`src/rtl/icache_pkg.sv`:
```
/* widths assume a 32-bit physical byte address and 16-byte lines
   set and way counts are module parameters of icache_top */
package icache_pkg;

  ////////////////////////////////
  // address and data widths
  ////////////////////////////////

  // physical byte address
  parameter int unsigned ADDR_W     = 32;
  // one fetch word
  parameter int unsigned WORD_W     = 32;
  // words per cache line
  parameter int unsigned LINE_WORDS = 4;
  // full line moved in one memory transfer
  parameter int unsigned LINE_W     = LINE_WORDS * WORD_W;
  // byte offset bits inside a line
  parameter int unsigned OFFSET_W   = 4;

  ////////////////////////////////
  // types
  ////////////////////////////////

  typedef logic [ADDR_W-1:0] addr_t;
  typedef logic [WORD_W-1:0] word_t;
  // word k sits at bits 32k upward
  typedef logic [LINE_W-1:0] line_t;

  // controller states
  // FLUSH walks all sets clearing valid bits
  // READ is the tag compare cycle and MISS waits for the refill line
  typedef enum logic [1:0] {
    FLUSH,
    IDLE,
    READ,
    MISS
  } ctrl_state_e;

endpackage

```
`src/rtl/icache_way_mem.sv`:
```
/* one read or one write per cycle at idx_i; clear and write never coincide
   read data holds until the next read enable */
module icache_way_mem import icache_pkg::*; #(
  parameter int unsigned NumSets = 16
) (
  input  logic                                        clk_i,
  input  logic                                        rst_ni,
  input  logic                                        rd_en_i,
  input  logic                                        we_i,
  input  logic                                        clr_i,
  input  logic [$clog2(NumSets)-1:0]                  idx_i,
  input  logic [$clog2(NumSets)-1:0]                  clr_idx_i,
  input  logic [ADDR_W-$clog2(NumSets)-OFFSET_W-1:0]  tag_i,
  input  line_t                                       line_i,
  output logic [ADDR_W-$clog2(NumSets)-OFFSET_W-1:0]  tag_o,
  output logic                                        vld_o,
  output line_t                                       line_o
);

  localparam int unsigned IdxW = $clog2(NumSets);
  localparam int unsigned TagW = ADDR_W - IdxW - OFFSET_W;

  logic [TagW-1:0] tag_mem [NumSets];
  line_t           line_mem [NumSets];
  // one valid bit per set
  logic [NumSets-1:0] vld_q;

  // tag and line arrays, synchronous read
  always_ff @(posedge clk_i) begin
    if (we_i) begin
      tag_mem[idx_i]  <= tag_i;
      line_mem[idx_i] <= line_i;
    end
    if (rd_en_i) begin
      tag_o  <= tag_mem[idx_i];
      line_o <= line_mem[idx_i];
    end
  end

  // valid bits are set by fill and cleared by the flush walk
  always_ff @(posedge clk_i or negedge rst_ni) begin
    if (!rst_ni) begin
      vld_q <= '0;
      vld_o <= 1'b0;
    end else begin
      if (clr_i) begin
        vld_q[clr_idx_i] <= 1'b0;
      end else if (we_i) begin
        vld_q[idx_i] <= 1'b1;
      end
      if (rd_en_i) begin
        vld_o <= vld_q[idx_i];
      end
    end
  end

endmodule

```
`config.mk`:
```
export PLATFORM = sky130hd
export DESIGN_NAME = icache_way_mem
export DESIGN_NICKNAME = d
export VERILOG_FILES = /design/src/rtl/icache_pkg.sv /design/src/rtl/icache_way_mem.sv
export SDC_FILE = /design/constraint.sdc
export NUM_CORES = 2
export LEC_CHECK = 0
export BUFFER_PORTS_ARGS = -buffer_cell sky130_fd_sc_hd__buf_2
export CORE_UTILIZATION = 45
export DETAILED_ROUTE_END_ITERATION = 8
export GPL_ROUTABILITY_DRIVEN = 0
export SLEW_MARGIN = 20
export SYNTH_ARGS = -nofsm -noshare
export SYNTH_HDL_FRONTEND = slang
export SYNTH_SLANG_ARGS = --single-unit
```
`constraint.sdc`:
```
create_clock -name clk_i -period 1.6 [get_ports clk_i]
set_input_delay 0.24 -clock clk_i [delete_from_list [all_inputs] [get_ports clk_i]]
set_output_delay 0.24 -clock clk_i [all_outputs]
set_load 0.05 [all_outputs]
```
Word-level counts from Yosys, hierarchy flattened:

Memories as Yosys holds them, arrays and structs flattened. A register that Yosys moved wholly into a read port is not among the register bits.
Index checks and enable logic that the tools add are counted.

* flip-flop bits (word level): 17
* latch bits: 0
* memory bits (writable): 2432
* bits in read-only memories: 0
* bits of input ports: 165
* output and inout port bits: 153
* logic and storage cells: 24
* memories: 2

* add/subtract/negate cells: 0
* multiply operators: 0
* div/mod/pow operators: 0
* $lt $le $gt $ge: 4
* eq/ne operators: 0
* shift-type cells: 0
* mux-type cells: 10
* bitwise logic cells: 3
* reductions and logical operators: 3

Memory list
* line_mem: words 16, width 128, read ports 1, clocked after Yosys merged registers in 1, write ports 1, RTL line icache_way_mem.sv:24 `line_t line_mem [NumSets];`
* tag_mem: words 16, width 24, read ports 1, clocked after Yosys merged registers in 1, write ports 1, RTL line icache_way_mem.sv:23 `logic [TagW-1:0] tag_mem [NumSets];`

Operators with widths (count)
* $mux 16: 2
* $and 16x16->16: 1
* $not 16->16: 1
* $or 16x16->16: 1
* $lt 4x5->1 const B: 2
* $demux 1 s4: 2
* $ge 4x1->1 const B: 2
* $mux 1: 5
* $bmux 1 s4: 1
* $logic_and 1x1->1: 2
* $reduce_bool 2->1: 1

Logic depth before layout (Yosys ltp):

* depth after elaboration: 7
* gate-level depth with buffers: 6
* gate-level depth less buffers: 3

Least setup slack after synthesis:

OpenSTA, ideal clock, no wires.

* path type: input -> register
* start: input idx_i[0]
* end: memory line_mem[0][0] (netlist bit) (enable)
* setup time: 852 ps
* data arrival time: 11442 ps
* required time: 748 ps
* slack: -10693 ps
* stages on the path: 5
* path buffers: 3
* cell sequence: buf_6 > buf_6 > buf_2 > or3b_1 > nor3_1

RTL lines
* start, declared: RTL line icache_way_mem.sv:11 `input logic [$clog2(NumSets)-1:0] idx_i,`
* end, declared: RTL line icache_way_mem.sv:24

No word-level cell before the write port.

Worst setup path in the final report:

* start: register line_o[2] (read register of line_mem)
* end: output line_o[2]

RTL lines
* start, declared: RTL line icache_way_mem.sv:17 `output line_t line_o`

No word-level cell between the ends.

==> impl_metrics.toml <==
[drt]
via_per_inst = 5.677
antenna_left = 0
vias = 43903
drc = 0
firstDrtPassIters = 7
finalWirelength_mm = 228.3
wl_per_cell_um = 29.52
dr.first_iter.drc_count = 4422

[timing]
drv_slew = 0
rsz0062_at_grt = "yes"
min_period_over_period_pct = 119.2
maxSlewHeadroom_pct = 46.24
fin_skew_ns = 0.03714
worstMarginPinSlew_ns = 0.8037
setup_viol = 188
fin_ws_ns = -0.3074
fmax_mhz = 524.3
fin_crit_ns = 1.907
hold_viol = 0

[critical_path]
cp_slowest_cell = "edfxtp_1"
crit_path_max_incr_delay_ns = 0.53
timing.critical_path.buf_inv = 1
startpoint_type = "flop"
critPathTopFamily = "flip-flops"
critPathArrivalTime_ns = 1.67
r2r_cells = 3
cp.required_ns = 1.36
end_kind = "primary output"
r2r_slack_ns = -0.16
cp_max_fo = 1
worstReg2RegEnd = "vld_o"
reg2reg_from = "vld_q[3]"
path_class = "reg -> out"
path_cells = "buf_6"

[global_routing]
antenna_found_initial = 29
grt_max_degree = 33
grt_util_all_layers_pct = 21.39
grt_pass1_vias = 46311
grt_first_pass_wirelength_mm = 331.8
overflow = 0

[clock_network]
cts.sinks = 2601
cts_tree = "done"
clkLatencyLatePin_ns = 0.91
clkTransAtPathRegs_ns = 0.06
cts-root-buf = "clkbuf_16"
cts_buffer_depth = 4
ctsHtreeMaxLevel = 5
cts_buffers = 282

[pwr]
power_density_mw_per_mm2 = 1234
peakVddDrop_mv = 1.163
p_total_uw = 146800
power.leakage_uw = 0.03854

[outcome]
violations = "setup timing"
outcome = "finished, violations left"

[yosys]
yosys_warnings = 0
synth_seq_area_share_pct = 80.83
ys_ff_latch = 2601
synth_area_mm2 = 0.09653
synth_area_per_cell_um2 = 26.78
synth_cell_types = 21
mappedNetlistNets = 3770
synthCells = 3605

[placement]
hpwl_mm = 139.9
io_buffers = 317

[final_layout]
drive_above_1_share_pct = 39.98
multi_input_area_mm2 = 0.01777
area_growth_syn_to_layout_pct = 23.26
regArea_mm2 = 0.07802
nets = 4878
num-fill-cells = 15607
final_util_pct = 55.93

[floorplanning]
io_pins = 318
core_mm2 = 0.2127
fp.dieH_um = 465.1
rows = 169
dieWidth_um = 465.1
initial_utilization_pct = 45.38
dieArea_mm2 = 0.2164

[flow_run]
maxCapViolations = 0

[min_path]
hp-class = "in -> reg"
hold_depth = 3
hp-start = "idx_i[2]"
hold_path_end = "line_o[32]"
flip-flops by register name (all words and copies together) (netlist names):
name,cells
tag_mem,384
line_o,128
line_mem,2048
tag_o,24
vld_q,16
vld_o,1
tightest hold or removal path: stages:
cell and delay, ns:
buf_8 0.16, buf_12 0.15, mux4_2 0.27
stage by stage:
step | setup TNS (ns) | instance area (um^2) | instances | setup slack [ns] | hold slack [ns]
floorplan | -6594.64 | 96700 | 3605 | -3.621 | -0.05559
global placement | -1434.93 | 108000 | 7080 | -0.7950 | 0.1926
detailed placement | -1412.80 | 108000 | 7080 | -0.7862 | 0.1884
CTS | -38.81 | 118900 | 7717 | -0.3962 | 0.002938
global route | -39.27 | 119000 | 7727 | -0.3638 | 0.02244
finish | -26.73 | 119000 | 7733 | -0.3074 | 0.05895
layout make-up:
class                           count  share of cell area (%)
Timing Repair Buffer              998                   9.507
Multi-Input combinational cell    829                   14.93
Inverter                            1                0.003155
Antenna cell                       15                 0.03155
Tap cell                         2821                   2.967
Clock inverter                    108                  0.6983
Clock buffer                      360                   6.285
Sequential cell                  2601                   65.58
repair_timing:
| item | in CTS | in global routing |
|---|---|---|
| setup endpoints to repair | 204 | 366 |
| gates resized for setup | 307 | 5 |
| hold endpoints to repair | 2592 | 0 |
| pin swaps | 0 | 1 |
| setup buffers | 0 | 1 |
| hold buffers | 169 | 0 |
power breakdown:
group / switching (uW) / internal, uW
logic: 5080 / 4410
clock network: 25100 / 34700
registers: 689 / 76800
total: 30900 / 116000
Yosys cell counts:
master     number  area, um^2
mux4_2        765       17230
nand3_1         1       5.000
inv_1           1       3.750
o32a_1          4       40.04
nor2_1         12       45.04
dfrtp_1        17       425.4
buf_1          25       93.84
nand2b_1        6       37.54
a2bb2oi_1      12       105.1
o21ai_0        12       60.06
buf_6          12       135.1
or2_2           2       12.51
nor3_1          8       40.04
nand2_1         3       11.26
edfxtp_1     2584       77590
clkbuf_1       65       244.0
buf_4          20       150.1
or3b_1          1       8.760
mux2_2          1       11.26
buf_2          52       260.3
nand3b_1        2       15.01
logic make-up after synthesis:
kind of cell	after synthesis	share of synthesized area (%)
flops	2601	80.83
mux	766	17.86
buf+inv	175	0.9190
simple gates	35	0.1815
compound gates	28	0.2126
cells in the final DEF (no fill, tap or decap):
| cell | instances |
|---|---|
| nor3_4 | 4 |
| o21ai_0 | 12 |
| inv_6 | 5 |
| clkinvlp_4 | 6 |
| clkinv_1 | 53 |
| buf_12 | 252 |
| buf_8 | 5 |
| clkinv_8 | 1 |
| inv_1 | 1 |
| diode_2 | 15 |
| or2_2 | 2 |
| clkbuf_1 | 72 |
| clkbuf_16 | 288 |
| buf_16 | 1 |
| nand3_2 | 1 |
| mux2_4 | 1 |
| edfxtp_1 | 2584 |
| nand3b_1 | 2 |
| mux4_2 | 765 |
| or3b_4 | 1 |
| clkinv_4 | 3 |
| buf_4 | 258 |
| clkinv_2 | 28 |
| nor3_1 | 4 |
| nand2b_1 | 6 |
| dlygate4sd3_1 | 167 |
| buf_6 | 154 |
| bufinv_16 | 12 |
| dlymetal6s4s_1 | 2 |
| nand2_1 | 3 |
| a2bb2oi_1 | 12 |
| nor2_4 | 12 |
| buf_2 | 159 |
| dfrtp_1 | 17 |
| o32a_1 | 4 |
layer usage:
metal | up-vias | wire (um) | track usage (%)
met5 | - | 150 | 0
li1 | 18210 | - | -
met1 | 23892 | 96200 | 29.99
met4 | 24 | 4943 | 5.208
met2 | 1411 | 113500 | 34.83
met3 | 366 | 13440 | 4.075
worst max path at each step:
stage | from | slack (ns) | to | depth (start not counted)
2_1_floorplan | idx_i[0] | -3.62 | line_mem[2][0] | 5
3_3_place_gp | idx_i[0] | -0.79 | line_o[113] | 5
3_5_place_dp | idx_i[0] | -0.79 | line_o[60] | 5
4_1_cts | tag_o[19] | -0.40 | tag_o[19] | 1
5_1_grt | line_o[2] | -0.36 | line_o[2] | 1
6_report | line_o[2] | -0.31 | line_o[2] | 1
(Power assumes the default switching activity.)
