<file path="config.mk">
export PLATFORM = sky130hd
export DESIGN_NAME = icache_victim_sel
export DESIGN_NICKNAME = d
export VERILOG_FILES = /design/src/rtl/icache_pkg.sv /design/src/rtl/icache_victim_sel.sv
export SDC_FILE = /design/constraint.sdc
export NUM_CORES = 1
export LEC_CHECK = 0
export ABC_AREA = 1
export BUFFER_PORTS_ARGS = -buffer_cell sky130_fd_sc_hd__buf_2
export CAP_MARGIN = 5
export CORE_UTILIZATION = 43
export DETAILED_ROUTE_END_ITERATION = 7
export GPL_TIMING_DRIVEN = 0
export PLACE_DENSITY = 0.67
export SLEW_MARGIN = 20
export SYNTH_ARGS = -nofsm -noshare
export SYNTH_HDL_FRONTEND = slang
export SYNTH_SLANG_ARGS = --single-unit
</file>
<file path="constraint.sdc">
create_clock -name clk_i -period 1 [get_ports clk_i]
set_input_delay 0.2 -clock clk_i [delete_from_list [all_inputs] [get_ports clk_i]]
set_output_delay 0.2 -clock clk_i [all_outputs]
set_load 0.005 [all_outputs]
</file>
<file path="src/rtl/icache_pkg.sv">
/* widths assume a 32-bit physical byte address and 16-byte lines
   set and way counts are module parameters of icache_top */
package icache_pkg;

  ////////////////////////////////
  // address and data widths
  ////////////////////////////////

  // physical byte address
  parameter int unsigned ADDR_W     = 32;
  // one fetch word
  parameter int unsigned WORD_W     = 32;
  // words per cache line
  parameter int unsigned LINE_WORDS = 4;
  // full line moved in one memory transfer
  parameter int unsigned LINE_W     = LINE_WORDS * WORD_W;
  // byte offset bits inside a line
  parameter int unsigned OFFSET_W   = 4;

  ////////////////////////////////
  // types
  ////////////////////////////////

  typedef logic [ADDR_W-1:0] addr_t;
  typedef logic [WORD_W-1:0] word_t;
  // word k sits at bits 32k upward
  typedef logic [LINE_W-1:0] line_t;

  // controller states
  // FLUSH walks all sets clearing valid bits
  // READ is the tag compare cycle and MISS waits for the refill line
  typedef enum logic [1:0] {
    FLUSH,
    IDLE,
    READ,
    MISS
  } ctrl_state_e;

endpackage

</file>
<file path="src/rtl/icache_victim_sel.sv">
/* NumWays is a power of two between 2 and 256
   victim is captured in the compare cycle and held through the miss */
module icache_victim_sel import icache_pkg::*; #(
  parameter int unsigned NumWays = 4
) (
  input  logic               clk_i,
  input  logic               rst_ni,
  input  logic               cmp_en_i,
  input  logic               fill_we_i,
  input  logic [NumWays-1:0] vld_i,
  output logic [NumWays-1:0] victim_oh_o
);

  localparam int unsigned WayW = $clog2(NumWays);

  logic [WayW-1:0]    inv_way;
  logic [WayW-1:0]    repl_way;
  logic               all_valid;
  logic               full_q;
  logic [7:0]         lfsr_q;
  logic               lfsr_fb;
  logic [NumWays-1:0] victim_oh_q;

  ////////////////////////////////
  // first invalid way
  ////////////////////////////////

  // scan downward so the lowest free way wins
  always_comb begin
    inv_way = '0;
    for (int w = NumWays - 1; w >= 0; w--) begin
      if (!vld_i[w]) begin
        inv_way = WayW'(w);
      end
    end
  end

  assign all_valid = &vld_i;
  // random pick only once the set is full
  assign repl_way  = all_valid ? lfsr_q[WayW-1:0] : inv_way;

  ////////////////////////////////
  // lfsr and victim register
  ////////////////////////////////

  // x^8 + x^6 + x^5 + x^4 + 1
  assign lfsr_fb = lfsr_q[7] ^ lfsr_q[5] ^ lfsr_q[4] ^ lfsr_q[3];

  always_ff @(posedge clk_i or negedge rst_ni) begin
    if (!rst_ni) begin
      lfsr_q      <= 8'hff;
      full_q      <= 1'b0;
      victim_oh_q <= '0;
    end else begin
      if (cmp_en_i) begin
        victim_oh_q           <= '0;
        victim_oh_q[repl_way] <= 1'b1;
        full_q                <= all_valid;
      end
      // step only when a random victim was consumed
      if (fill_we_i && full_q) begin
        lfsr_q <= {lfsr_q[6:0], lfsr_fb};
      end
    end
  end

  assign victim_oh_o = victim_oh_q;

endmodule

</file>
-- Word-level counts from Yosys, hierarchy flattened
Cells that the tools add are included.
- bits in latches: 0
- logic and storage cells: 18
- memories kept: 0
- memory bits (writable): 0
- bits of input ports: 8
- output and inout port bits: 4
- memory bits (read-only): 0
- register bits after elaboration: 13
- shifts and indexed selects: 0
- bitwise logic cells: 3
- divide/modulo/power cells: 0
- reduce and logical (&&, ||, !) cells: 3
- $lt $le $gt $ge: 2
- add/subtract/negate cells: 0
- multiply operators: 0
- mux-type cells: 7
- equality and inequality tests: 0
- operator list (operator ; count):
    $mux 2 ; 5
    $reduce_and 4->1 ; 1
    $lt 2x3->1 const B ; 1
    $xor 1x1->1 ; 3
    $demux 1 s2 ; 1
    $ge 2x1->1 const B ; 1
    $logic_and 1x1->1 ; 2
    $mux 1 ; 1

-- Longest topological paths before layout
- word-level depth: 9
- mapped depth: 7

-- Worst setup path after synthesis
Ideal clock, no wire load.
- path kind: register -> register
- start: reg lfsr_q[1]
- end: reg victim_oh_q[1] (netlist: victim_oh_o[1])
- stages on the path, launching flop included: 8
- path slack: 0.057 ns
- data arrival time: 0.827 ns
- setup time: 0.116 ns
- data required time: 0.884 ns
- cells stage by stage: dfstp_2 > inv_1 > nand3_1 > nand2_1 > nand2_1 > inv_1 > nand2_1 > nand2_1
- word-level cells in the longest chain between the ends: 5
- elaborated cells on any way between the ends: 6
- those cells by class: order compare: 2; mux: 3; reduce/logical: 1
- RTL lines (item ; line ; RTL):
    from (decl) ; icache_victim_sel.sv:20 ; logic [7:0] lfsr_q;
    from (signal assigned) ; icache_victim_sel.sv:62 ; lfsr_q <= {lfsr_q[6:0], lfsr_fb};
    $mux 2 (*) ; icache_victim_sel.sv:40 ; assign repl_way = all_valid ? lfsr_q[WayW-1:0] : inv_way;
    $lt 2x3->1 (not written as such) / $ge 2x1->1 (equally long branches) ; icache_victim_sel.sv:57 ; victim_oh_q[repl_way] <= 1'b1;
    $logic_and 1x1->1 (not written as such) ; icache_victim_sel.sv:57 ;
    $mux 1 (not written as such) ; icache_victim_sel.sv:57 ;
    $demux 1 s2 (*) ; icache_victim_sel.sv:57 ;
    to (signal assigned) ; icache_victim_sel.sv:53 ; victim_oh_q <= '0;
    to (signal assigned) ; icache_victim_sel.sv:56 ; victim_oh_q <= '0;
    to (signal, indexed assignment) ; icache_victim_sel.sv:57 ;
    to (decl) ; icache_victim_sel.sv:22 ; logic [NumWays-1:0] victim_oh_q;
Every way passes the cells marked *; elsewhere a longest branch is shown, timed or not.
A chain may end at the register's enable or synchronous reset.

-- Worst setup path in the final report
- start: reg victim_oh_q[3] (netlist: victim_oh_o[3])
- end: out victim_oh_o[3]
- RTL lines (item ; line ; RTL):
    to (decl) ; icache_victim_sel.sv:11 ; output logic [NumWays-1:0] victim_oh_o
No word-level cell between the ends.

==> metrics.md <==
| Metric | Value |
|---|---|
| IO Count | `12` |
| Cell Count Post-Placement | `between 100 and 150` |
| Startpoint Class | `flip-flop` |
| Gr ovfl total | `0` |
| Die Ht | `between 30 and 40 um` |
| Max-Cap Viols | `0` |
| Layout cells sized above 1 | `0.347` |
| Vias per inst | `4.45` |
| Routed Antenna Nets | `0` |
| FMAX | `approximately 1 GHz` |
| Total core area | `1320 um2` |
| Std cell rows | `13` |
| Synth Cell Area | `about 620 um2` |
| Placed inst area | `slightly below 700 um2` |
| Crit path capture type | `output port` |
| Sink Count | `13` |
| Final GP Congestion | `between 0.6 and 0.7` |
| Post-route cell area | `around 750 um2` |
| Largest net degree at the start of global routing | `14` |
| Global-route wire length before repair | `~1.5 mm` |
| Non-filler cells, final | `about 110` |
| Ant. Diodes | `0` |
| Final Hold Fails | `0` |
| Via Count | `just over 500` |
| YS warnings | `0` |
| CP required | `roughly 0.80 ns` |
| Crit path launch | `victim_oh_o[3]` |
| DR iter-0 viols | `6` |
| CTS H-tree depth | `1` |
| Clock Skew | `approximately 0.0037 ns` |
| Nets | `roughly 110` |
| Initial antenna violation count | `0` |
| Worst-Skew Late Latency | `between 0.2 and 0.3 ns` |
| Syn nets | `88` |
| CP max FO | `2` |
| Area Growth Syn to Fin | `21.5%` |
| Power Total | `1530 uW` |
| Clock transition at the registers of the reported paths | `approximately 0.080 ns` |
| Netlist cell types | `10` |
| Starting Density | `0.467` |
| Pwr/cell area | `between 2000 and 2500 nW/um2` |
| Die width | `39.8 um` |
| Area of the die | `1590 um2` |
| GRT Util Overall | `0.155` |
| Seq/Total Area, Yosys | `0.545` |
| Min Tclk post-route | `~1 ns` |
| R2R Path Start | `lfsr_q[1]` |
| CP cell instances | `buf_2` |
| Crit Path Class | `reg2out` |
| Worst vdd ir | `1030 uV` |
| CTS Buffer Depth | `2` |
| Slew headroom | `0.812` |
| Vias in the first global route | `between 300 and 400` |
| Post-Synthesis Cells | `80` |
| Avg Synthesized Cell Area | `7.69 um2` |
| Max stage delay on crit path | `about 0.39 ns` |
| Top delay family on crit path | `flip-flops` |
| Routed WL | `about 1 mm` |
| Final Max Tran Viols | `0` |
| CTS tree | `done` |
| Post-DP HPWL | `approximately 760 um` |
| First-pass DRT Iterations | `4` |
| Worst hold path type | `in2reg` |
| Worst hold slack | `a little under 0.2 ns` |
| Worst slew pin tran | `around 0.28 ns` |
| Period utilization | `0.980` |
| Port Buffers | `11` |
| Routed wire length per instance | `9.07 um` |
| CTS root buf | `clkbuf_4` |
| Status | `complete, no violations` |
| Leakage | `between 0.0004 and 0.0005 uW` |
| Cts bufs inserted | `3` |
| Final setup vio count | `0` |
| RSZ-0062 raised after global routing | `true` |
| WP data arrival | `0.78 ns` |
| # DRC | `0` |
| Crit path buffers/inverters | `1` |
| Critical-path top delay cell | `dfrtp_1` |
| Hold_sp | `cmp_en_i` |
| Flops & latches, synth | `13` |
| Setup TNS | `0 ns` |
per-layer routing:
layer,vias to the layer above,global-route usage,share of wire
li1,278,-,-
met1,213,0.219,0.54
met2,10,0.189,0.41
met3,2,0.0398,0.035
met4,0,0.129,0.014
met5,-,0,0
flip-flops by register name, summed over array words and instances, names as in the netlist:
signal,count
lfsr_q,8
full_q,1
victim_oh_o,4
logic make-up (layout without fill, tap and decap cells):
kind of cell	Yosys count	in the layout	share of synthesized area
buffers and inverters	13	31	0.0793
AND/OR/NAND/NOR	45	45	0.295
AO/OA/AOI/OAI	9	9	0.0813
flip-flops	13	13	0.545
synth_stat cells:
| library cell | count | share of area |
|---|---|---|
| nand2_2 | 2 | 0.020 |
| inv_1 | 13 | 0.079 |
| nand2_1 | 36 | 0.22 |
| nand3_1 | 4 | 0.033 |
| o21ai_0 | 7 | 0.057 |
| dfstp_2 | 8 | 0.34 |
| nor2_2 | 1 | 0.010 |
| dfrtp_1 | 5 | 0.20 |
| o21bai_1 | 2 | 0.024 |
| nor2_1 | 2 | 0.012 |
cell type report:
class,instances,area [um2]
inverter,13,48.8
timing repair buffer,14,80.1
sequential,13,335
tap,15,18.8
fill,126,569
multi-input combinational,54,239
clock buffer,4,26.3
worst paths after layout:
path / depth (start not counted) / slack, ns / endpoint
min in group asynchronous: 2 / 0.34 / full_q
max reg2reg: 7 / 0.04 / victim_oh_o[1]
min: 3 / 0.20 / full_q
min reg2reg: 2 / 0.48 / lfsr_q[3]
max in group asynchronous: 2 / 0.39 / lfsr_q[1]
max: 1 / 0.02 / victim_oh_o[3]
power breakdown:
group / total (uW) / internal [uW] / leakage (uW) / switching, uW
combinational: 367 / 162 / 0.000246 / 205
sequential: 840 / 746 / 0.000149 / 94.1
clock: 322 / 154 / 0.0000150 / 168
metrics by stage:
| step | setup slack, ns | util |
|---|---|---|
| after floorplan | 0.0565 | - |
| after global placement | 0.0124 | 0.523 |
| after detailed placement | 0.00686 | 0.523 |
| after CTS | 0.00846 | 0.555 |
| after global routing | -0.0673 | 0.568 |
| final | 0.0196 | 0.568 |
repair_timing:
| action | 4_1_cts | 5_1_grt |
|---|---|---|
| hold endpoints to repair | 5 | 0 |
| pin swaps | 0 | 3 |
| resized for setup | 1 | 7 |
| hold buffers | 1 | 0 |
| endpoints found under the setup margin | 1 | 9 |
| setup buffers | 0 | 2 |
cell usage in the layout (no fill, tap or decap):
master,instances
clkbuf_1,1
dlygate4sd3_1,1
o21ai_1,1
o21bai_1,2
inv_2,5
nand2_2,3
buf_2,11
nor2_2,1
nand3_1,3
nor2_1,2
buf_4,2
nand3_2,1
nand2_1,35
o21ai_0,6
dfstp_2,8
dfrtp_1,5
clkbuf_4,3
inv_1,8
(Power assumes the default switching activity.)
