<file path="src/rtl/icache_pkg.sv">
/* widths assume a 32-bit physical byte address and 16-byte lines
   set and way counts are module parameters of icache_top */
package icache_pkg;

  ////////////////////////////////
  // address and data widths
  ////////////////////////////////

  // physical byte address
  parameter int unsigned ADDR_W     = 32;
  // one fetch word
  parameter int unsigned WORD_W     = 32;
  // words per cache line
  parameter int unsigned LINE_WORDS = 4;
  // full line moved in one memory transfer
  parameter int unsigned LINE_W     = LINE_WORDS * WORD_W;
  // byte offset bits inside a line
  parameter int unsigned OFFSET_W   = 4;

  ////////////////////////////////
  // types
  ////////////////////////////////

  typedef logic [ADDR_W-1:0] addr_t;
  typedef logic [WORD_W-1:0] word_t;
  // word k sits at bits 32k upward
  typedef logic [LINE_W-1:0] line_t;

  // controller states
  // FLUSH walks all sets clearing valid bits
  // READ is the tag compare cycle and MISS waits for the refill line
  typedef enum logic [1:0] {
    FLUSH,
    IDLE,
    READ,
    MISS
  } ctrl_state_e;

endpackage

</file>
<file path="src/rtl/icache_hit_sel.sv">
/* purely combinational, valid for the cycle after an array read
   several hitting ways resolve to the lowest one */
module icache_hit_sel import icache_pkg::*; #(
  parameter int unsigned NumWays = 4,
  parameter int unsigned NumSets = 16
) (
  input  logic                                                     cmp_en_i,
  input  logic [ADDR_W-$clog2(NumSets)-OFFSET_W-1:0]               tag_i,
  input  logic [NumWays-1:0][ADDR_W-$clog2(NumSets)-OFFSET_W-1:0]  way_tags_i,
  input  logic [NumWays-1:0]                                       way_vld_i,
  input  line_t [NumWays-1:0]                                      way_lines_i,
  input  line_t                                                    rtrn_line_i,
  input  logic [$clog2(LINE_WORDS)-1:0]                            offset_i,
  output logic                                                     hit_o,
  output word_t                                                    data_o
);

  localparam int unsigned WayW = $clog2(NumWays);

  logic [NumWays-1:0] way_hit;
  logic [WayW-1:0]    hit_way;

  // tag compare per valid way
  for (genvar w = 0; w < NumWays; w++) begin : gen_cmp
    assign way_hit[w] = way_vld_i[w] & (way_tags_i[w] == tag_i);
  end

  assign hit_o = |way_hit;

  // lowest hitting way
  always_comb begin
    hit_way = '0;
    for (int w = NumWays - 1; w >= 0; w--) begin
      if (way_hit[w]) begin
        hit_way = WayW'(w);
      end
    end
  end

  // word from the array on a compare, else from the returning line
  always_comb begin
    if (cmp_en_i) begin
      data_o = way_lines_i[hit_way][offset_i*WORD_W +: WORD_W];
    end else begin
      data_o = rtrn_line_i[offset_i*WORD_W +: WORD_W];
    end
  end

endmodule

</file>
<file path="config.mk">
export PLATFORM = sky130hd
export DESIGN_NAME = icache_hit_sel
export DESIGN_NICKNAME = d
export VERILOG_FILES = /design/src/rtl/icache_pkg.sv /design/src/rtl/icache_hit_sel.sv
export SDC_FILE = /design/constraint.sdc
export NUM_CORES = 1
export LEC_CHECK = 0
export ABC_CLOCK_PERIOD_IN_PS = 5200
export BUFFER_PORTS_ARGS = -buffer_cell sky130_fd_sc_hd__buf_4
export CAP_MARGIN = 40
export CELL_PAD_IN_SITES_DETAIL_PLACEMENT = 1
export CELL_PAD_IN_SITES_GLOBAL_PLACEMENT = 1
export CORE_AREA = 2 2 309 311
export DETAILED_ROUTE_END_ITERATION = 6
export DIE_AREA = 0 0 311 313
export PLACE_DENSITY = 0.4
export SETUP_SLACK_MARGIN = 0.3
export SLEW_MARGIN = 30
export SYNTH_ARGS = -nofsm -noshare
export SYNTH_HDL_FRONTEND = slang
export SYNTH_SLANG_ARGS = --single-unit
</file>
<file path="constraint.sdc">
create_clock -name vclk -period 5.2
set_input_delay 0.52 -clock vclk [all_inputs]
set_output_delay 0.52 -clock vclk [all_outputs]
set_load 0.05 [all_outputs]
</file>
Yosys cells after proc, flatten, opt, wreduce, memory -nomap -nowiden
Index checks and enable logic that the tools add are counted.

Magnitude comparators: 1. Equality and inequality tests: 4. Shift-type cells: 2. Multiplexer cells: 7. Bitwise logic cells: 4. Reduce and logical (&&, ||, !) cells: 1.

Operator list (count): $bmux W128 S2 (1); $shiftx A128 B8 Y32 (2); $mux W128 (1); $eq A24 B24 Y1 (4); $mux W32 (1); $mux W2 (4); $and A1 B1 Y1 (4); $reduce_or A4 Y1 (1); $lt A2 B3 Y1 const B (1).

Flip-flop bits (word level): 0. Input bits: 767. Output and inout bits: 33. Logic and storage cells: 19.

Longest topological paths before layout
Depth after elaboration: 10. Mapped depth: 13.

Least setup slack after synthesis
Ideal clock, no wire load.

Path kind: input to output. From: input port tag_i[2]. To: output port data_o[15]. Data arrival time: 3.172 ns. Path slack: 1.508 ns. Stages: 13. Path buffers: 4. Cells stage by stage: clkbuf_1 xnor2_1 nand2_1 or4_1 nor4_2 o21ai_1 buf_2 buf_6 buf_6 mux2i_1 o221ai_1 o22ai_1 nor2_1.

Cells in the longest elaborated chain, start to end: 10. Elaborated cells between the ends (all ways): 16. Those cells by class: eq/ne: 4; shift: 1; mux: 7; bitwise: 4.

RTL lines: start, declared (line icache_hit_sel.sv:8) `input logic [ADDR_W-$clog2(NumSets)-OFFSET_W-1:0] tag_i,`; $eq A24 B24 Y1 (line icache_hit_sel.sv:25) `assign way_hit[w] = way_vld_i[w] & (way_tags_i[w] == tag_i);`; $and A1 B1 Y1 (line icache_hit_sel.sv:25); $mux W2 (3 in series) (line icache_hit_sel.sv:34) `if (way_hit[w]) begin`; $mux W2 * (line icache_hit_sel.sv:34); $bmux W128 S2 * (line icache_hit_sel.sv:43) `data_o = way_lines_i[hit_way][offset_i*WORD_W +: WORD_W];`; $mux W128 (implied by the code) * (line icache_hit_sel.sv:43); $shiftx A128 B8 Y32 * (line icache_hit_sel.sv:43); $mux W32 * (line icache_hit_sel.sv:42) `if (cmp_en_i) begin`; end, declared (line icache_hit_sel.sv:15) `output word_t data_o`.

Every way passes the cells marked *; elsewhere a longest branch is shown, timed or not. The select of a mux whose other input is x is not followed.

Final worst setup path
From: input port tag_i[7]. To: output port data_o[22].

The elaborated chain is that of the path after synthesis.

==> out/metrics.json <==
{
  "status": "finished clean",
  "synth.top_cell.area_share": 0.368,
  "master_of_the_slowest_instance_on_the_critical_path": "sky130_fd_sc_hd__nor4_1",
  "max_slew.worst_pin.slew_ns": 0.819,
  "routedWlPerCell_um": 23.6,
  "synth_seq_area_share": 0,
  "layout.filler_cells": 11500,
  "hold_end": "data_o[31]",
  "finalWeightedCongestion": 0.952,
  "crit_required_ns": 4.68,
  "setup_slack_ns": 0.496,
  "cpPeakStageDelay_ns": 0.47,
  "final-seq-area_um2": 0,
  "hold_path_depth": 6,
  "element_type_at_the_critical_path_start": "input port",
  "post_synth.cell_area_avg_um2": 6.96,
  "rows": 113,
  "crit_path_max_fanout": 33,
  "initial_core_util": 0.0739,
  "post_synth_main_area_contributors": "sky130_fd_sc_hd__mux2i_1, sky130_fd_sc_hd__o221ai_1, sky130_fd_sc_hd__nor2_1",
  "setup_viol": 0,
  "hp-class": "in -> out",
  "number_of_different_library_cells_in_the_post_synthesis_netlist": 33,
  "syn_to_final_growth_pct": 114,
  "fp.dieH_um": 313,
  "remaining_antenna_violation_count_after_routing": 0,
  "worstPathBufferInverterCount": 5,
  "dpl_worst_slack_ns": 0.348,
  "maxUsedRoutingLayer": "met5",
  "arrival_ns": 4.18,
  "synth_top_cell_by_area": "sky130_fd_sc_hd__mux2i_1",
  "die-width_um": 311,
  "antenna_found_initial": 25,
  "layout_min_cycle_time_ns": 4.70,
  "die_area_um2": 97300,
  "number_of_maximum_capacitance_constraint_violations": 0,
  "fin_nets": 2551,
  "p_leak_nw": 8.37,
  "critPathTopFamily": "simple AND/OR/NAND/NOR gates",
  "post-cts-setup-buffer-count": 0,
  "synth_area_um2": 6960,
  "gr-total-overflow": 0,
  "post_drt_via_cell_ratio": 3.63,
  "clkbuf_count": 0,
  "routed-wl-met3_mm": 3.98,
  "vdd.ir_drop.worst_uv": 33.5,
  "grt_max_degree": 87,
  "grt_pass1_vias": 12100,
  "met1Wirelength_mm": 32.9,
  "drc": 0,
  "timing_max_transition_violations_final": 0,
  "overall_fraction_of_global_route_tracks_in_use": 0.139,
  "rsz0062_at_grt": "false",
  "layout.cells.most_common": "sky130_fd_sc_hd__buf_4",
  "fin_worst_hold_slack_ns": 1.62,
  "seq_cells": 0,
  "worstSetupPathType": "in -> out",
  "wire_length_of_the_first_global_routing_pass_mm": 96.2,
  "route.vias.total": 11100,
  "fin_crit_sh": 0.905,
  "sequence_of_cells_on_the_critical_path": "buf_4 > xor2_1 > nor4_1 > nand4_1 > or2_2 > a211oi_1 > nand2b_4 > buf_12 > buf_12 > o22ai_1 > o22ai_1 > buf_4 > nor2_1 > buf_4",
  "drt_first_pass_iters": 5,
  "yosysWarningCount": 0,
  "hp-start": "way_lines_i[447]",
  "critical_path.endpoint_type": "output port",
  "numPortBuffers": 800,
  "power_density_nw_per_um2": 77.0,
  "fmaxAchievable_mhz": 213,
  "finalWirelength_mm": 72.3,
  "synth.net_count": 1767,
  "io_pins": 800,
  "core_area_um2": 94200,
  "wl_met2_mm": 34.6,
  "most-common-layout-cells": "sky130_fd_sc_hd__buf_4, sky130_fd_sc_hd__mux2i_1, sky130_fd_sc_hd__nor2_1, sky130_fd_sc_hd__inv_1, sky130_fd_sc_hd__o221ai_1",
  "dp.final_hpwl_mm": 63.7,
  "synthCells": 1000,
  "drt_first_iter_violations": 468,
  "max_slew_margin": 0.454,
  "cp_common_cell": "sky130_fd_sc_hd__buf_4",
  "tns_ns": 0,
  "layout-drive-gt1-share": 0.493,
  "fin_total_pwr_mw": 1.15,
  "final-hold-violation-count": 0
}
[worst max path at each step]
stage                         start  depth (start not counted)         end  slack [ns]
after floorplan            tag_i[2]                         13  data_o[15]        1.51
after detailed placement  tag_i[18]                         13  data_o[14]        0.35
after global placement     tag_i[7]                         13  data_o[14]        0.37
after global routing      tag_i[19]                         15  data_o[10]        0.32
after CTS                 tag_i[18]                         13  data_o[14]        0.33
final                      tag_i[7]                         14  data_o[22]        0.50
[metal layers]
| metal | track usage | vias up |
|---|---|---|
| li1 | - | 5268 |
| met1 | 0.186 | 5317 |
| met2 | 0.236 | 490 |
| met3 | 0.0254 | 38 |
| met4 | 0.0188 | 6 |
| met5 | 0 | - |
[cells by family (layout without fill, tap and decap cells)]
family,count (synthesis),count (layout),share of synthesized area
buffers and inverters,213,995,0.134
other,0,12,0
AND/OR/NAND/NOR,224,224,0.147
AO/OA/AOI/OAI,211,211,0.229
XOR/XNOR,96,96,0.121
multiplexers,256,256,0.368
[layout make-up]
type | count | area (um^2) | area share
Antenna cell | 12 | 30.0 | 0.00202
Inverter | 128 | 480 | 0.0323
Multi-Input combinational cell | 787 | 6100 | 0.410
Tap cell | 1265 | 1580 | 0.106
Timing Repair Buffer | 867 | 6690 | 0.450
[where the power goes]
part	internal (mW)	switching (mW)
registers	0	0
logic	0.581	0.564
clock network	0.000000310	0
total	0.581	0.564
[synth_stat cells (2+ instances only)]
cell type / instances
sky130_fd_sc_hd__a211oi_1: 2
sky130_fd_sc_hd__and2_1: 2
sky130_fd_sc_hd__and4_1: 2
sky130_fd_sc_hd__buf_1: 4
sky130_fd_sc_hd__buf_2: 21
sky130_fd_sc_hd__buf_4: 9
sky130_fd_sc_hd__buf_6: 10
sky130_fd_sc_hd__clkbuf_1: 41
sky130_fd_sc_hd__inv_1: 128
sky130_fd_sc_hd__mux2i_1: 256
sky130_fd_sc_hd__nand2_1: 9
sky130_fd_sc_hd__nand4_1: 25
sky130_fd_sc_hd__nand4b_1: 2
sky130_fd_sc_hd__nor2_1: 154
sky130_fd_sc_hd__nor2b_1: 3
sky130_fd_sc_hd__nor4_1: 16
sky130_fd_sc_hd__nor4b_1: 3
sky130_fd_sc_hd__o21ai_0: 13
sky130_fd_sc_hd__o221ai_1: 115
sky130_fd_sc_hd__o22ai_1: 78
sky130_fd_sc_hd__xnor2_1: 58
sky130_fd_sc_hd__xor2_1: 38
[metrics by stage]
| step | utilization | std cells | area [um^2] |
|---|---|---|---|
| after floorplan | - | 1000 | 6960 |
| after global placement | 0.157 | 3046 | 14800 |
| after detailed placement | 0.158 | 3047 | 14800 |
| after CTS | 0.158 | 3047 | 14800 |
| after global routing | 0.158 | 3055 | 14900 |
| final | 0.158 | 3059 | 14900 |
[repair_timing]
item,4_1_cts,5_1_grt
setup endpoints to repair,0,1
hold buffers,0,0
resized for setup,0,1
(Power assumes the default switching activity.)
