[src/rtl/icache_pkg.sv]
/* widths assume a 32-bit physical byte address and 16-byte lines
   set and way counts are module parameters of icache_top */
package icache_pkg;

  ////////////////////////////////
  // address and data widths
  ////////////////////////////////

  // physical byte address
  parameter int unsigned ADDR_W     = 32;
  // one fetch word
  parameter int unsigned WORD_W     = 32;
  // words per cache line
  parameter int unsigned LINE_WORDS = 4;
  // full line moved in one memory transfer
  parameter int unsigned LINE_W     = LINE_WORDS * WORD_W;
  // byte offset bits inside a line
  parameter int unsigned OFFSET_W   = 4;

  ////////////////////////////////
  // types
  ////////////////////////////////

  typedef logic [ADDR_W-1:0] addr_t;
  typedef logic [WORD_W-1:0] word_t;
  // word k sits at bits 32k upward
  typedef logic [LINE_W-1:0] line_t;

  // controller states
  // FLUSH walks all sets clearing valid bits
  // READ is the tag compare cycle and MISS waits for the refill line
  typedef enum logic [1:0] {
    FLUSH,
    IDLE,
    READ,
    MISS
  } ctrl_state_e;

endpackage

[src/rtl/icache_ctrl.sv]
/* flush walk takes NumSets cycles with ready low
   a flush seen during a fetch waits for that fetch to finish */
module icache_ctrl import icache_pkg::*; #(
  parameter int unsigned NumSets = 16
) (
  input  logic                       clk_i,
  input  logic                       rst_ni,
  input  logic                       en_i,
  input  logic                       flush_i,
  input  logic                       req_i,
  input  logic                       hit_i,
  input  logic                       mem_ack_i,
  input  logic                       mem_rtrn_vld_i,
  output logic                       ready_o,
  output logic                       valid_o,
  output logic                       miss_o,
  output logic                       mem_req_o,
  output logic                       mem_nc_o,
  output logic                       rd_en_o,
  output logic                       fill_we_o,
  output logic                       clr_en_o,
  output logic                       cmp_en_o,
  output logic [$clog2(NumSets)-1:0] clr_idx_o
);

  localparam int unsigned IdxW = $clog2(NumSets);

  ctrl_state_e state_d, state_q;
  // cache enable that may only rise through a flush walk
  logic cache_en_d, cache_en_q;
  // remembered flush request
  logic flush_d, flush_q;
  // tag compare valid in the next cycle
  logic cmp_en_d, cmp_en_q;
  logic [IdxW-1:0] flush_cnt_d, flush_cnt_q;
  logic flush_done;
  logic hit;

  assign flush_done = (flush_cnt_q == IdxW'(NumSets - 1));
  // a hit only counts after a real compare with the cache on
  assign hit        = hit_i & cmp_en_q & cache_en_q;

  ////////////////////////////////
  // fsm
  ////////////////////////////////

  always_comb begin
    state_d   = state_q;
    flush_d   = flush_q | flush_i;
    ready_o   = 1'b0;
    valid_o   = 1'b0;
    miss_o    = 1'b0;
    mem_req_o = 1'b0;
    rd_en_o   = 1'b0;
    fill_we_o = 1'b0;
    clr_en_o  = 1'b0;

    unique case (state_q)
      FLUSH: begin
        // one set cleared per cycle
        clr_en_o = 1'b1;
        if (flush_done) begin
          state_d = IDLE;
          flush_d = 1'b0;
        end
      end
      IDLE: begin
        // pending flush or enable rise goes through the walk first
        if (flush_d || (en_i && !cache_en_q)) begin
          state_d = FLUSH;
        end else begin
          ready_o = 1'b1;
          if (req_i) begin
            rd_en_o = 1'b1;
            state_d = READ;
          end
        end
      end
      READ: begin
        if (hit) begin
          valid_o = 1'b1;
          state_d = IDLE;
          // next fetch reads while this one returns
          if (!flush_d) begin
            ready_o = 1'b1;
            if (req_i) begin
              rd_en_o = 1'b1;
              state_d = READ;
            end
          end
        end else begin
          // miss or non-cacheable fetch holds the request until ack
          mem_req_o = 1'b1;
          if (mem_ack_i) begin
            miss_o  = cache_en_q;
            state_d = MISS;
          end
        end
      end
      MISS: begin
        if (mem_rtrn_vld_i) begin
          valid_o   = 1'b1;
          // disabled cache never writes the arrays
          fill_we_o = cache_en_q;
          state_d   = IDLE;
        end
      end
      default: begin
        state_d = FLUSH;
      end
    endcase

    // enable is sampled at the end of a walk
    // otherwise it may only drop, and stays put while memory is busy
    if (state_q == FLUSH && flush_done) begin
      cache_en_d = en_i;
    end else if (mem_req_o || state_q == MISS) begin
      cache_en_d = cache_en_q;
    end else begin
      cache_en_d = cache_en_q & en_i;
    end
  end

  assign cmp_en_d = rd_en_o & cache_en_q;

  assign flush_cnt_d = !clr_en_o  ? flush_cnt_q :
                       flush_done ? '0          :
                                    flush_cnt_q + 1'b1;

  ////////////////////////////////
  // state registers
  ////////////////////////////////

  always_ff @(posedge clk_i or negedge rst_ni) begin
    if (!rst_ni) begin
      state_q     <= FLUSH;
      cache_en_q  <= 1'b0;
      flush_q     <= 1'b0;
      cmp_en_q    <= 1'b0;
      flush_cnt_q <= '0;
    end else begin
      state_q     <= state_d;
      cache_en_q  <= cache_en_d;
      flush_q     <= flush_d;
      cmp_en_q    <= cmp_en_d;
      flush_cnt_q <= flush_cnt_d;
    end
  end

  assign cmp_en_o  = cmp_en_q;
  assign mem_nc_o  = ~cache_en_q;
  assign clr_idx_o = flush_cnt_q;

endmodule

[config.mk]
export PLATFORM = sky130hd
export DESIGN_NAME = icache_ctrl
export DESIGN_NICKNAME = d
export VERILOG_FILES = /design/src/rtl/icache_pkg.sv /design/src/rtl/icache_ctrl.sv
export SDC_FILE = /design/constraint.sdc
export NUM_CORES = 1
export LEC_CHECK = 0
export BUFFER_PORTS_ARGS = -buffer_cell sky130_fd_sc_hd__buf_2
export CAP_MARGIN = 5
export CORE_AREA = 2 2 39 41
export DETAILED_ROUTE_END_ITERATION = 6
export DIE_AREA = 0 0 41 43
export GPL_TIMING_DRIVEN = 0
export HOLD_SLACK_MARGIN = 0.02
export PLACE_DENSITY_LB_ADDON = 0.25
export REMOVE_ABC_BUFFERS = 1
export SYNTH_ARGS = -nofsm -noshare
export SYNTH_HDL_FRONTEND = slang
export SYNTH_SLANG_ARGS = --single-unit
[constraint.sdc]
create_clock -name clk_i -period 3.75 [get_ports clk_i]
set_input_delay 0 -clock clk_i [delete_from_list [all_inputs] [get_ports clk_i]]
set_output_delay 0 -clock clk_i [all_outputs]
set_load 0.05 [all_outputs]
Word-level counts from Yosys, hierarchy flattened
Index checks and enable logic that the tools add are counted.
{ "classes": {"add_sub_neg": 1, "multipliers": 0, "n_div": 0, "magnitude_cmp": 0, "n_eq_ne": 9, "shifts": 0, "n_mux": 34, "bitwise": 6, "reduce_logical": 7} }
{ "op_table": {"columns": ["op", "n"], "rows": [
  ["1-bit 2-to-1 mux", 21],
  ["2-bit 2-to-1 mux", 8],
  ["2-bit case mux with 4 select lines", 1],
  ["2-bit != test (second input constant)", 3],
  ["3-bit != test (second input constant)", 2],
  ["1-bit case mux with 2 select lines", 3],
  ["4-bit by 1-bit adder with 4-bit output (second input constant)", 1],
  ["1-bit AND", 4],
  ["2-bit equality test (second input constant)", 2],
  ["4-bit equality test (second input constant)", 1],
  ["4-bit 2-to-1 mux", 1],
  ["4-bit AND reduction", 1],
  ["2-bit by 1-bit equality test with 1-bit output (second input constant)", 1],
  ["1-bit logical AND", 2],
  ["2-bit logical NOT", 1],
  ["1-bit logical OR", 2],
  ["1-bit logical NOT", 1],
  ["1-bit inverter", 1],
  ["1-bit bitwise OR", 1]
]} }
{ "word_totals": {"ff_bits": 9, "latchBits": 0, "mem_bits_rw": 0, "romBits": 0, "in_bits": 8, "out_inout_bits": 13, "wordCells": 62, "n_memories": 0} }

Logic depth before layout (Yosys ltp)
Gate-level depths: netlist of run 1.
{ "logic_depth": {"depth_word": 7, "ltp_mapped": 6} }

Worst setup path before layout of run 1
Ideal clock, no wire load.
{ "synth_timing": {"kind": "register -> output", "startpoint": "register cmp_en_q, in the netlist cmp_en_o", "endpoint": "output rd_en_o", "arrival_ns": 2.260, "required_ns": 3.750, "setup_slack_ns": 1.490, "stages_incl_launch_ff": 4, "n_path_buf": 0, "path_cell_list": "dfrtp_1 > nand4_1 > a21oi_1 > and2_1"} }
{ "synth_between": {"elab_chain_cells": 4} }
{ "synth_lines": {"columns": ["element", "line_no", "text"], "rows": [
  ["start, declared", "icache_ctrl.sv:34", "logic cmp_en_d, cmp_en_q;"],
  ["start signal, assigned", "icache_ctrl.sv:145", "cmp_en_q <= cmp_en_d;"],
  ["1-bit AND (2 in a row)", "icache_ctrl.sv:41", "assign hit = hit_i & cmp_en_q & cache_en_q;"],
  ["1-bit 2-to-1 mux", "icache_ctrl.sv:80", "if (hit) begin"],
  ["1-bit case mux with 2 select lines", "icache_ctrl.sv:58", "unique case (state_q)"],
  ["end, declared", "icache_ctrl.sv:19", "output logic rd_en_o,"]
]} }
No other way between the ends.

Worst setup path after layout of run 1
{ "layout_timing": {"startpoint": "register state_q[0]", "endpoint": "output rd_en_o"} }
{ "layout_between": {"elab_chain_cells": 2, "elab_cells_between_ends": 3} }
{ "layout_lines": {"columns": ["element", "line_no", "text"], "rows": [
  ["start, declared", "icache_ctrl.sv:28", "ctrl_state_e state_d, state_q;"],
  ["start signal, assigned", "icache_ctrl.sv:142", "state_q <= state_d;"],
  ["2-bit equality test or 2-bit by 1-bit equality test with 1-bit output (tied branches)", "icache_ctrl.sv:58", null],
  ["1-bit case mux with 2 select lines *", "icache_ctrl.sv:58", null]
]} }
Every way passes the cells marked *; elsewhere a longest branch is shown, timed or not.

==> flow_summary.json, run 1 <==
{
  "status": "finished, final reports clean",
  "yosys_warnings": 0,
  "grt.total_usage_pct": 18.3,
  "antenna_left": 0,
  "slew_viol_final": 0,
  "power.leakage_nw": 0.384,
  "syn_to_final_growth_pct": 29.2,
  "num-nets-final": 100,
  "synth_top_area_share_pct": 39.5,
  "whs_path_depth": 3,
  "clk_pin_slew_ps": 60,
  "overflow": 0,
  "required_ps": 3750,
  "post-route-util_pct": 53.3,
  "fin_skew_ps": 4.01,
  "grt_first_pass_wirelength_um": 2170,
  "seq_area_frac_synth_pct": 39.5,
  "synth_cell_types": 23,
  "setup_ws_ps": 1920,
  "avgSynthCellArea_um2": 9.51,
  "layout-drive-gt1-share_pct": 36.0,
  "tightest_slew_ps": 258,
  "syn_area_um2": 571,
  "r2r_cells": 5,
  "initial_core_util_pct": 41.2,
  "dr.pass1.iters": 4,
  "cts.sinks": 9,
  "cp_data_arrival_time_ps": 1830,
  "hold_path_class": "primary input to flop",
  "num_antenna_cells": 0,
  "ys_dominant_reg_cell": "dfrtp_1",
  "crit_type": "flop to output port",
  "syn_inst": 60,
  "wire_per_inst_um": 12.4,
  "die_h_um": 43,
  "final_cell_area_um2": 737,
  "slew_headroom_pct": 82.9,
  "totalWireLength_um": 1260,
  "hpwl_um": 1020,
  "cts-htree-levels": 1,
  "powerDensity_nw_per_um2": 713,
  "post-route-period-util_pct": 48.9,
  "dieArea_um2": 1760,
  "min_period_ps": 1830,
  "cp-end-kind": "output port",
  "antenna_found_initial": 0,
  "cts_inserted_buffers": 3,
  "place_ws_ps": 2200,
  "cap_viol_max_count": 0,
  "num_rows": 14,
  "via_count": 522,
  "netlist.top_cell.by_area": "dfrtp_1",
  "rsz0062_at_grt": "false",
  "drt_iter0_drc": 5,
  "synth.area.top_cells": "dfrtp_1 39%, ha_1 11%, nand2_1 6.6%",
  "synth_edf_count": 0,
  "clk-insertion-delay-late_ps": 260,
  "post_drt_via_cell_ratio": 5.12,
  "max_freq_mhz": 546,
  "core-area_um2": 1380,
  "cts_tree": "built",
  "ys_ff_latch": 9,
  "setup_viol": 0,
  "die_x_um": 41,
  "grt_pass1_vias": 521,
  "clock_path_buffers": 2,
  "start_kind": "flop",
  "finalSetupTns_ps": 0,
  "cts_resized": 0,
  "io_pins": 21,
  "fill_cells": 138,
  "io_buffers": 20,
  "place_congestion": 0.745,
  "async_flop_share_pct": 100,
  "grt_max_degree": 10,
  "ir_worst_vdd_mv": 0.234,
  "cts_root_buffer": "clkbuf_4",
  "hold_viol": 0,
  "post-route-drc-count": 0,
  "placed_cell_area_um2": 691,
  "crit_path_max_fanout": 5
}
metal layers:
metal	wire length, um	vias to the layer above	global-route usage [%]
met4	29	0	9.33
met2	594	29	28.4
met5	0	-	0
met1	506	224	21.5
met3	130	5	5.76
li1	-	264	-
repair_timing:
action,in CTS,in global routing
hold endpoints to repair,10,0
buffers inserted,0,0
hold buffers,2,0
cells by family (layout without fill, tap and decap cells):
group / after synthesis / in the layout / synth area share, %
flops: 9 / 9 / 39.5
xor+xnor: 1 / 1 / 1.54
compound gates: 11 / 11 / 15.1
mux: 4 / 4 / 8.11
simple gates: 24 / 24 / 20.8
buf+inv: 6 / 32 / 3.95
fa+ha+maj: 5 / 5 / 11.0
where the power goes:
part / leakage, nW / switching, mW / internal, mW
combinational: 0.259 / 0.194 / 0.0936
sequential: 0.110 / 0.0341 / 0.129
clock: 0.0150 / 0.0343 / 0.0410
state kept, by name, summed over array words and instances (netlist names):
| name | count |
|---|---|
| cache_en_q | 1 |
| clr_idx_o | 4 |
| cmp_en_o | 1 |
| state_q | 2 |
| flush_q | 1 |
placed cells by master (no fill, tap or decap):
cell type	n
buf_2	20
o22ai_1	1
a22oi_1	1
inv_1	6
dlygate4sd3_1	2
ha_1	5
clkbuf_1	1
o21ai_0	2
a21oi_1	3
and3_2	2
nand2b_4	1
dfrtp_1	9
a32oi_2	1
and2_1	1
nand4_1	2
o2bb2ai_1	1
xnor2_1	1
nand2_1	10
o211ai_2	1
nand3_1	2
o22a_2	1
mux2_2	1
nor2_1	5
mux2i_1	2
nor3_1	1
clkbuf_4	3
mux2_4	1
cell usage after synthesis (2+ instances only):
master   number
nand2_1      10
dfrtp_1       9
inv_1         6
ha_1          5
nor2_1        5
a21oi_1       3
and3_2        2
mux2i_1       2
nand3_1       2
nand4_1       2
o21ai_0       2
layout make-up:
class	count	area [um^2]	share of cell area, %
multi-input combinational	45	323	43.8
tap	16	20.0	2.72
clock buffer	4	26.3	3.57
sequential	9	225	30.6
timing repair buffer	22	120	16.3
inverter	6	22.5	3.06
final timing paths:
check / start / end / slack (ps)
worst max-delay path: state_q[0] / rd_en_o / 1920
worst min-delay path: flush_i / flush_q / 30
worst max register to register: state_q[0] / state_q[1] / 2250
worst min register to register: clr_idx_o[3] / clr_idx_o[3] / 530
max in group asynchronous: rst_ni / clr_idx_o[2] / 3450
min in group asynchronous: rst_ni / clr_idx_o[1] / 110
per-stage QoR:
step / power, mW / hold slack, ps / cells
after floorplan: 0.386 / -296 / 60
after global placement: 0.444 / -135 / 96
after detailed placement: 0.455 / -137 / 96
after CTS: 0.533 / 35.3 / 102
after global routing: 0.571 / 51.4 / 102
final: 0.526 / 32.9 / 102
critical path, stage by stage (launching register included):
cell and delay [ps]:
dfrtp_1 400, inv_1 110, ha_1 240, nand4_1 160
a21oi_1 250, and2_1 150, buf_2 250
Note: power is estimated with default switching activity, not from simulation.
==> run 2, diff against run 1 <==
==> constraint.sdc (replaced) <==
create_clock -name clk_i -period 1.9 [get_ports clk_i]
set_input_delay 0 -clock clk_i [delete_from_list [all_inputs] [get_ports clk_i]]
set_output_delay 0 -clock clk_i [all_outputs]
set_load 0.05 [all_outputs]
==> run 2 against run 1 <==
Compared with the run above:
- power is 98% higher
- count of clock-buffer cells in the layout did not move
- global-route usage did not move
- highest routed layer unchanged
- critical endpoint unchanged
- worst hold slack barely moved
- critical path depth did not move
==> flow_summary.json, run 2 (synthesized netlist as in run 1, its figures left out) <==
{
  "cts_inserted_buffers": 3,
  "initial_core_util_pct": 41.2,
  "hold_path_class": "primary input to flop",
  "cts.sinks": 9,
  "grt_max_degree": 10,
  "start_kind": "flop",
  "post-route-drc-count": 0,
  "powerDensity_nw_per_um2": 1410,
  "grt_first_pass_wirelength_um": 2170,
  "overflow": 0,
  "critPathBufInv": 2,
  "clk-insertion-delay-late_ps": 260,
  "required_ps": 1900,
  "post-route-period-util_pct": 98.1,
  "antenna_left": 0,
  "min_period_ps": 1860,
  "final_cell_area_um2": 741,
  "r2r-start": "state_q[0]",
  "placed_cell_area_um2": 691,
  "hpwl_um": 1020,
  "cts_root_buffer": "clkbuf_4",
  "clk_pin_slew_ps": 60,
  "worstPathCellList": "inv_1 > ha_1 > nand4_1 > a21oi_2 > and2_1 > buf_2",
  "io_pins": 21,
  "die_x_um": 41,
  "cp-end-kind": "output port",
  "power.leakage_nw": 0.384,
  "largest_reg_flops": 4,
  "cp_top_family": "flip-flops",
  "num_rows": 14,
  "num-nets-final": 100,
  "place_congestion": 0.745,
  "final_common_cell": "buf_2",
  "syn_to_final_growth_pct": 29.8,
  "die_h_um": 43,
  "fin_skew_ps": 4.76,
  "ir_worst_vdd_mv": 0.464,
  "dr.pass1.iters": 4,
  "slew_viol_final": 0,
  "tightest_slew_ps": 258,
  "worstHoldStart": "flush_i",
  "slew_headroom_pct": 82.9,
  "dieArea_um2": 1760,
  "clock_path_buffers": 2,
  "cts-htree-levels": 1,
  "core-area_um2": 1380,
  "fill_cells": 139,
  "slowest_stage": "dfrtp_1",
  "max_freq_mhz": 537,
  "cp-startpoint": "state_q[0]",
  "antenna_found_initial": 0,
  "wire_per_inst_um": 12.9,
  "via_count": 531,
  "crit_path_max_fanout": 5,
  "cts_tree": "built",
  "layout-drive-gt1-share_pct": 37.2,
  "cp_data_arrival_time_ps": 1860,
  "grt.total_usage_pct": 18.3,
  "worst_path_largest_cell_delay_ps": 400,
  "most-common-layout-cells": "20 x buf_2, 10 x nand2_1, 9 x dfrtp_1",
  "status": "finished, final reports clean",
  "num_antenna_cells": 0,
  "setup_viol": 0,
  "place_ws_ps": 350,
  "io_buffers": 20,
  "setup_ws_ps": 36.5,
  "crit_type": "flop to output port",
  "hold_viol": 0,
  "totalWireLength_um": 1320,
  "cap_viol_max_count": 0,
  "grt_pass1_vias": 521,
  "total_power_mw": 1.04,
  "post_drt_via_cell_ratio": 5.21,
  "drt_iter0_drc": 6
}
[run 2: cell count changes in the layout (fill, tap and decap cells not counted)]
cell / before / now
a21oi_1: 3 / 2
a21oi_2: 0 / 1
[run 2: timing repair]
action | CTS | global route
hold buffers | 2 | 0
buffers inserted | 0 | 0
resized for setup | 0 | 1
setup endpoints to repair | 0 | 1
endpoints found under the hold margin | 10 | 0
[run 2: worst register-to-register path: stages (launching register included)]
cell	delay, ps
dfrtp_1	400
inv_1	110
ha_1	250
nand2_1	110
o211ai_2	220
mux2_4	320
[run 2: per-layer routing]
layer  track usage [%]  vias to the layer above  wire (um)
met1              21.5                      232        512
met5                 0                        -          0
met3              5.76                        5        132
met4              9.33                        0         29
met2              28.4                       29        646
li1                  -                      265          -
[run 2: power breakdown]
group | total (mW) | internal [mW] | switching (mW)
Sequential | 0.323 | 0.255 | 0.0677
Clock | 0.149 | 0.0810 | 0.0682
Combinational | 0.571 | 0.185 | 0.385
[run 2: metrics by stage]
step           hold WS [ps]  setup TNS (ps)  std cells  util [%]
2_1_floorplan          -296            -533         60         -
3_5_place_dp           -137               0         96      49.9
5_1_grt                51.4           -35.2        102      53.5
6_report               33.2               0        102      53.5
4_1_cts                35.3               0        102      53.3
3_3_place_gp           -135               0         96      49.9
[run 2: cell type report]
type	instances	area [um^2]	area share [%]
flip-flops and latches	9	225	30.4
clock buffers	4	26.3	3.55
well taps	16	20.0	2.70
multi-input cells	45	327	44.1
repair buffers	22	120	16.2
inverters	6	22.5	3.04
[run 2: final timing paths]
kind | to | slack, ps | depth (start not counted)
max | rd_en_o | 40 | 6
min | flush_q | 30 | 3
max reg2reg | state_q[1] | 390 | 5
min reg2reg | clr_idx_o[3] | 530 | 1
max in group asynchronous | clr_idx_o[2] | 1600 | 2
min in group asynchronous | clr_idx_o[1] | 120 | 2
==> run 3, diff against run 2 <==
--- a/config.mk
+++ b/config.mk
@@ -7,9 +7,12 @@
 export LEC_CHECK = 0
 export BUFFER_PORTS_ARGS = -buffer_cell sky130_fd_sc_hd__buf_2
 export CAP_MARGIN = 5
-export CORE_AREA = 2 2 39 41
+export CELL_PAD_IN_SITES_DETAIL_PLACEMENT = 0
+export CELL_PAD_IN_SITES_GLOBAL_PLACEMENT = 1
+export CORE_ASPECT_RATIO = 1.25
+export CORE_MARGIN = 2
+export CORE_UTILIZATION = 30
 export DETAILED_ROUTE_END_ITERATION = 6
-export DIE_AREA = 0 0 41 43
 export GPL_TIMING_DRIVEN = 0
 export HOLD_SLACK_MARGIN = 0.02
 export PLACE_DENSITY_LB_ADDON = 0.25
==> constraint.sdc (replaced) <==
create_clock -name clk_i -period 1.6 [get_ports clk_i]
set_input_delay 0 -clock clk_i [delete_from_list [all_inputs] [get_ports clk_i]]
set_output_delay 0 -clock clk_i [all_outputs]
set_load 0.05 [all_outputs]
==> run 3 against run 2 <==
Compared with the run above:
- final area rose by 7.9%
- register-to-register slack got worse by 340 ps
- flip-flop and latch count did not move
- first-iteration DRC count did not move
- critical endpoint is now state_q[1]
- largest cell class unchanged
- highest routed layer unchanged
==> flow_summary.json, run 3 (synthesized netlist as in run 1, its figures left out) <==
{
  "status": "finished, final reports clean",
  "ff_latch_area_um2": 226,
  "clk-insertion-delay-late_ps": 260,
  "num_rows": 17,
  "clock_path_buffers": 2,
  "syn_to_final_growth_pct": 40.1,
  "rsz0062_at_grt": "true",
  "cp_data_arrival_time_ps": 1690,
  "dr.pass1.iters": 4,
  "ir_worst_vdd_mv": 0.589,
  "wire_per_inst_um": 12.5,
  "placed_cell_area_um2": 694,
  "worst_path_largest_cell_delay_ps": 440,
  "power.leakage_nw": 0.401,
  "post_drt_via_cell_ratio": 4.84,
  "slowest_stage": "dfrtp_2",
  "initial_core_util_pct": 31.9,
  "rr_endpoint": "state_q[1]",
  "cts-htree-levels": 1,
  "r2r-start": "state_q[1]",
  "num-nets-final": 104,
  "crit_type": "flop to flop",
  "overflow": 0,
  "antenna_left": 0,
  "post-route-period-util_pct": 96.8,
  "powerDensity_nw_per_um2": 1590,
  "hold_path_class": "primary input to flop",
  "cap_viol_max_count": 0,
  "drt_iter0_drc": 6,
  "slew_viol_final": 0,
  "slew_headroom_pct": 83.4,
  "largest_reg_flops": 4,
  "dieArea_um2": 2270,
  "cp-end-kind": "flop",
  "grt_max_degree": 10,
  "critPathBufInv": 1,
  "cp-startpoint": "state_q[1]",
  "grt.total_usage_pct": 13.6,
  "hold_viol": 0,
  "crit_end": "state_q[1]",
  "via_count": 528,
  "fin_skew_ps": 0.520,
  "cts.sinks": 9,
  "start_kind": "flop",
  "die_x_um": 43.0,
  "fill_cells": 188,
  "setup_viol": 0,
  "layout-drive-gt1-share_pct": 45.6,
  "io_pins": 21,
  "antenna_found_initial": 0,
  "totalWireLength_um": 1370,
  "hpwl_um": 1020,
  "most-common-layout-cells": "18 x buf_2, 9 x nand2_1, 8 x dfrtp_1",
  "multi_input_area_um2": 342,
  "max_freq_mhz": 646,
  "core-area_um2": 1790,
  "num_antenna_cells": 0,
  "grt_first_pass_wirelength_um": 2230,
  "finalSetupTns_ps": 0,
  "cts_inserted_buffers": 3,
  "required_ps": 1740,
  "worstPathCellList": "buf_4 > ha_1 > a32oi_2 > o211ai_2 > mux2_4",
  "path_depth": 5,
  "place_congestion": 0.782,
  "r2r_cells": 5,
  "final_cell_area_um2": 800,
  "grt_pass1_vias": 510,
  "cts_root_buffer": "clkbuf_4",
  "post-route-drc-count": 0,
  "clk_pin_slew_ps": 60,
  "io_buffers": 20,
  "worstHoldStart": "flush_i",
  "cts_tree": "built",
  "cp_top_family": "flip-flops",
  "crit_path_max_fanout": 4,
  "final_common_cell": "buf_2",
  "die_h_um": 52.8,
  "min_period_ps": 1550,
  "r2r_setup_slack_ps": 50,
  "tightest_slew_ps": 250
}
## run 3: stage by stage
step	std cells	setup slack, ps	util, %	power (mW)	hold slack, ps
after global routing	109	-19.4	44.7	1.36	57.4
after CTS	108	10.2	44.0	1.26	45.5
after floorplan	60	-660	-	0.905	-296
after detailed placement	99	-3.41	38.9	1.06	-130
final	109	52.0	44.7	1.27	53.0
after global placement	99	16.6	38.9	1.05	-132
## run 3: cell type report
type	instances	share of cell area, %
Tap cell	19	2.97
Timing Repair Buffer	26	19.9
Clock buffer	4	3.29
Inverter	6	2.82
Sequential cell	9	28.3
Multi-Input combinational cell	45	42.7
## run 3: repair_timing
item                       4_1_cts  5_1_grt
buffers inserted                 3        1
gates cloned                     0        0
gates resized for setup          7        3
pin swaps                        3        3
setup endpoints to repair        3        7
hold endpoints to repair        10        0
hold buffers                     2        0
## run 3: worst min-delay path by stage
stage	slack (ps)	to	cells after the start
3_3_place_gp	-130	clr_idx_o[2]	1
6_report	50	flush_q	3
2_1_floorplan	-300	cache_en_q	0
5_1_grt	60	flush_q	3
3_5_place_dp	-130	clr_idx_o[3]	1
4_1_cts	50	flush_q	3
## run 3: where the power goes
part | leakage [nW] | switching, mW | internal (mW)
combinational | 0.277 | 0.471 | 0.239
sequential | 0.108 | 0.0801 | 0.303
clock | 0.0150 | 0.0808 | 0.0962
total | 0.401 | 0.631 | 0.638
## run 3: worst reg2reg max path: cells and delay by family, from the launching register on
kind | cells | cell delay (ps)
adders and majority gates | 1 | 220
AOI/OAI and AO/OA | 2 | 310
muxes | 1 | 310
DFF | 1 | 440
buffers and inverters | 1 | 140
## run 3: per-layer routing
layer	global-route usage, %	part of all wire [%]	vias to the layer above
li1	-	-	268
met1	16.7	48	231
met2	22.5	44	25
met3	3.45	7.0	4
met4	5.56	0.95	0
met5	0	0	-
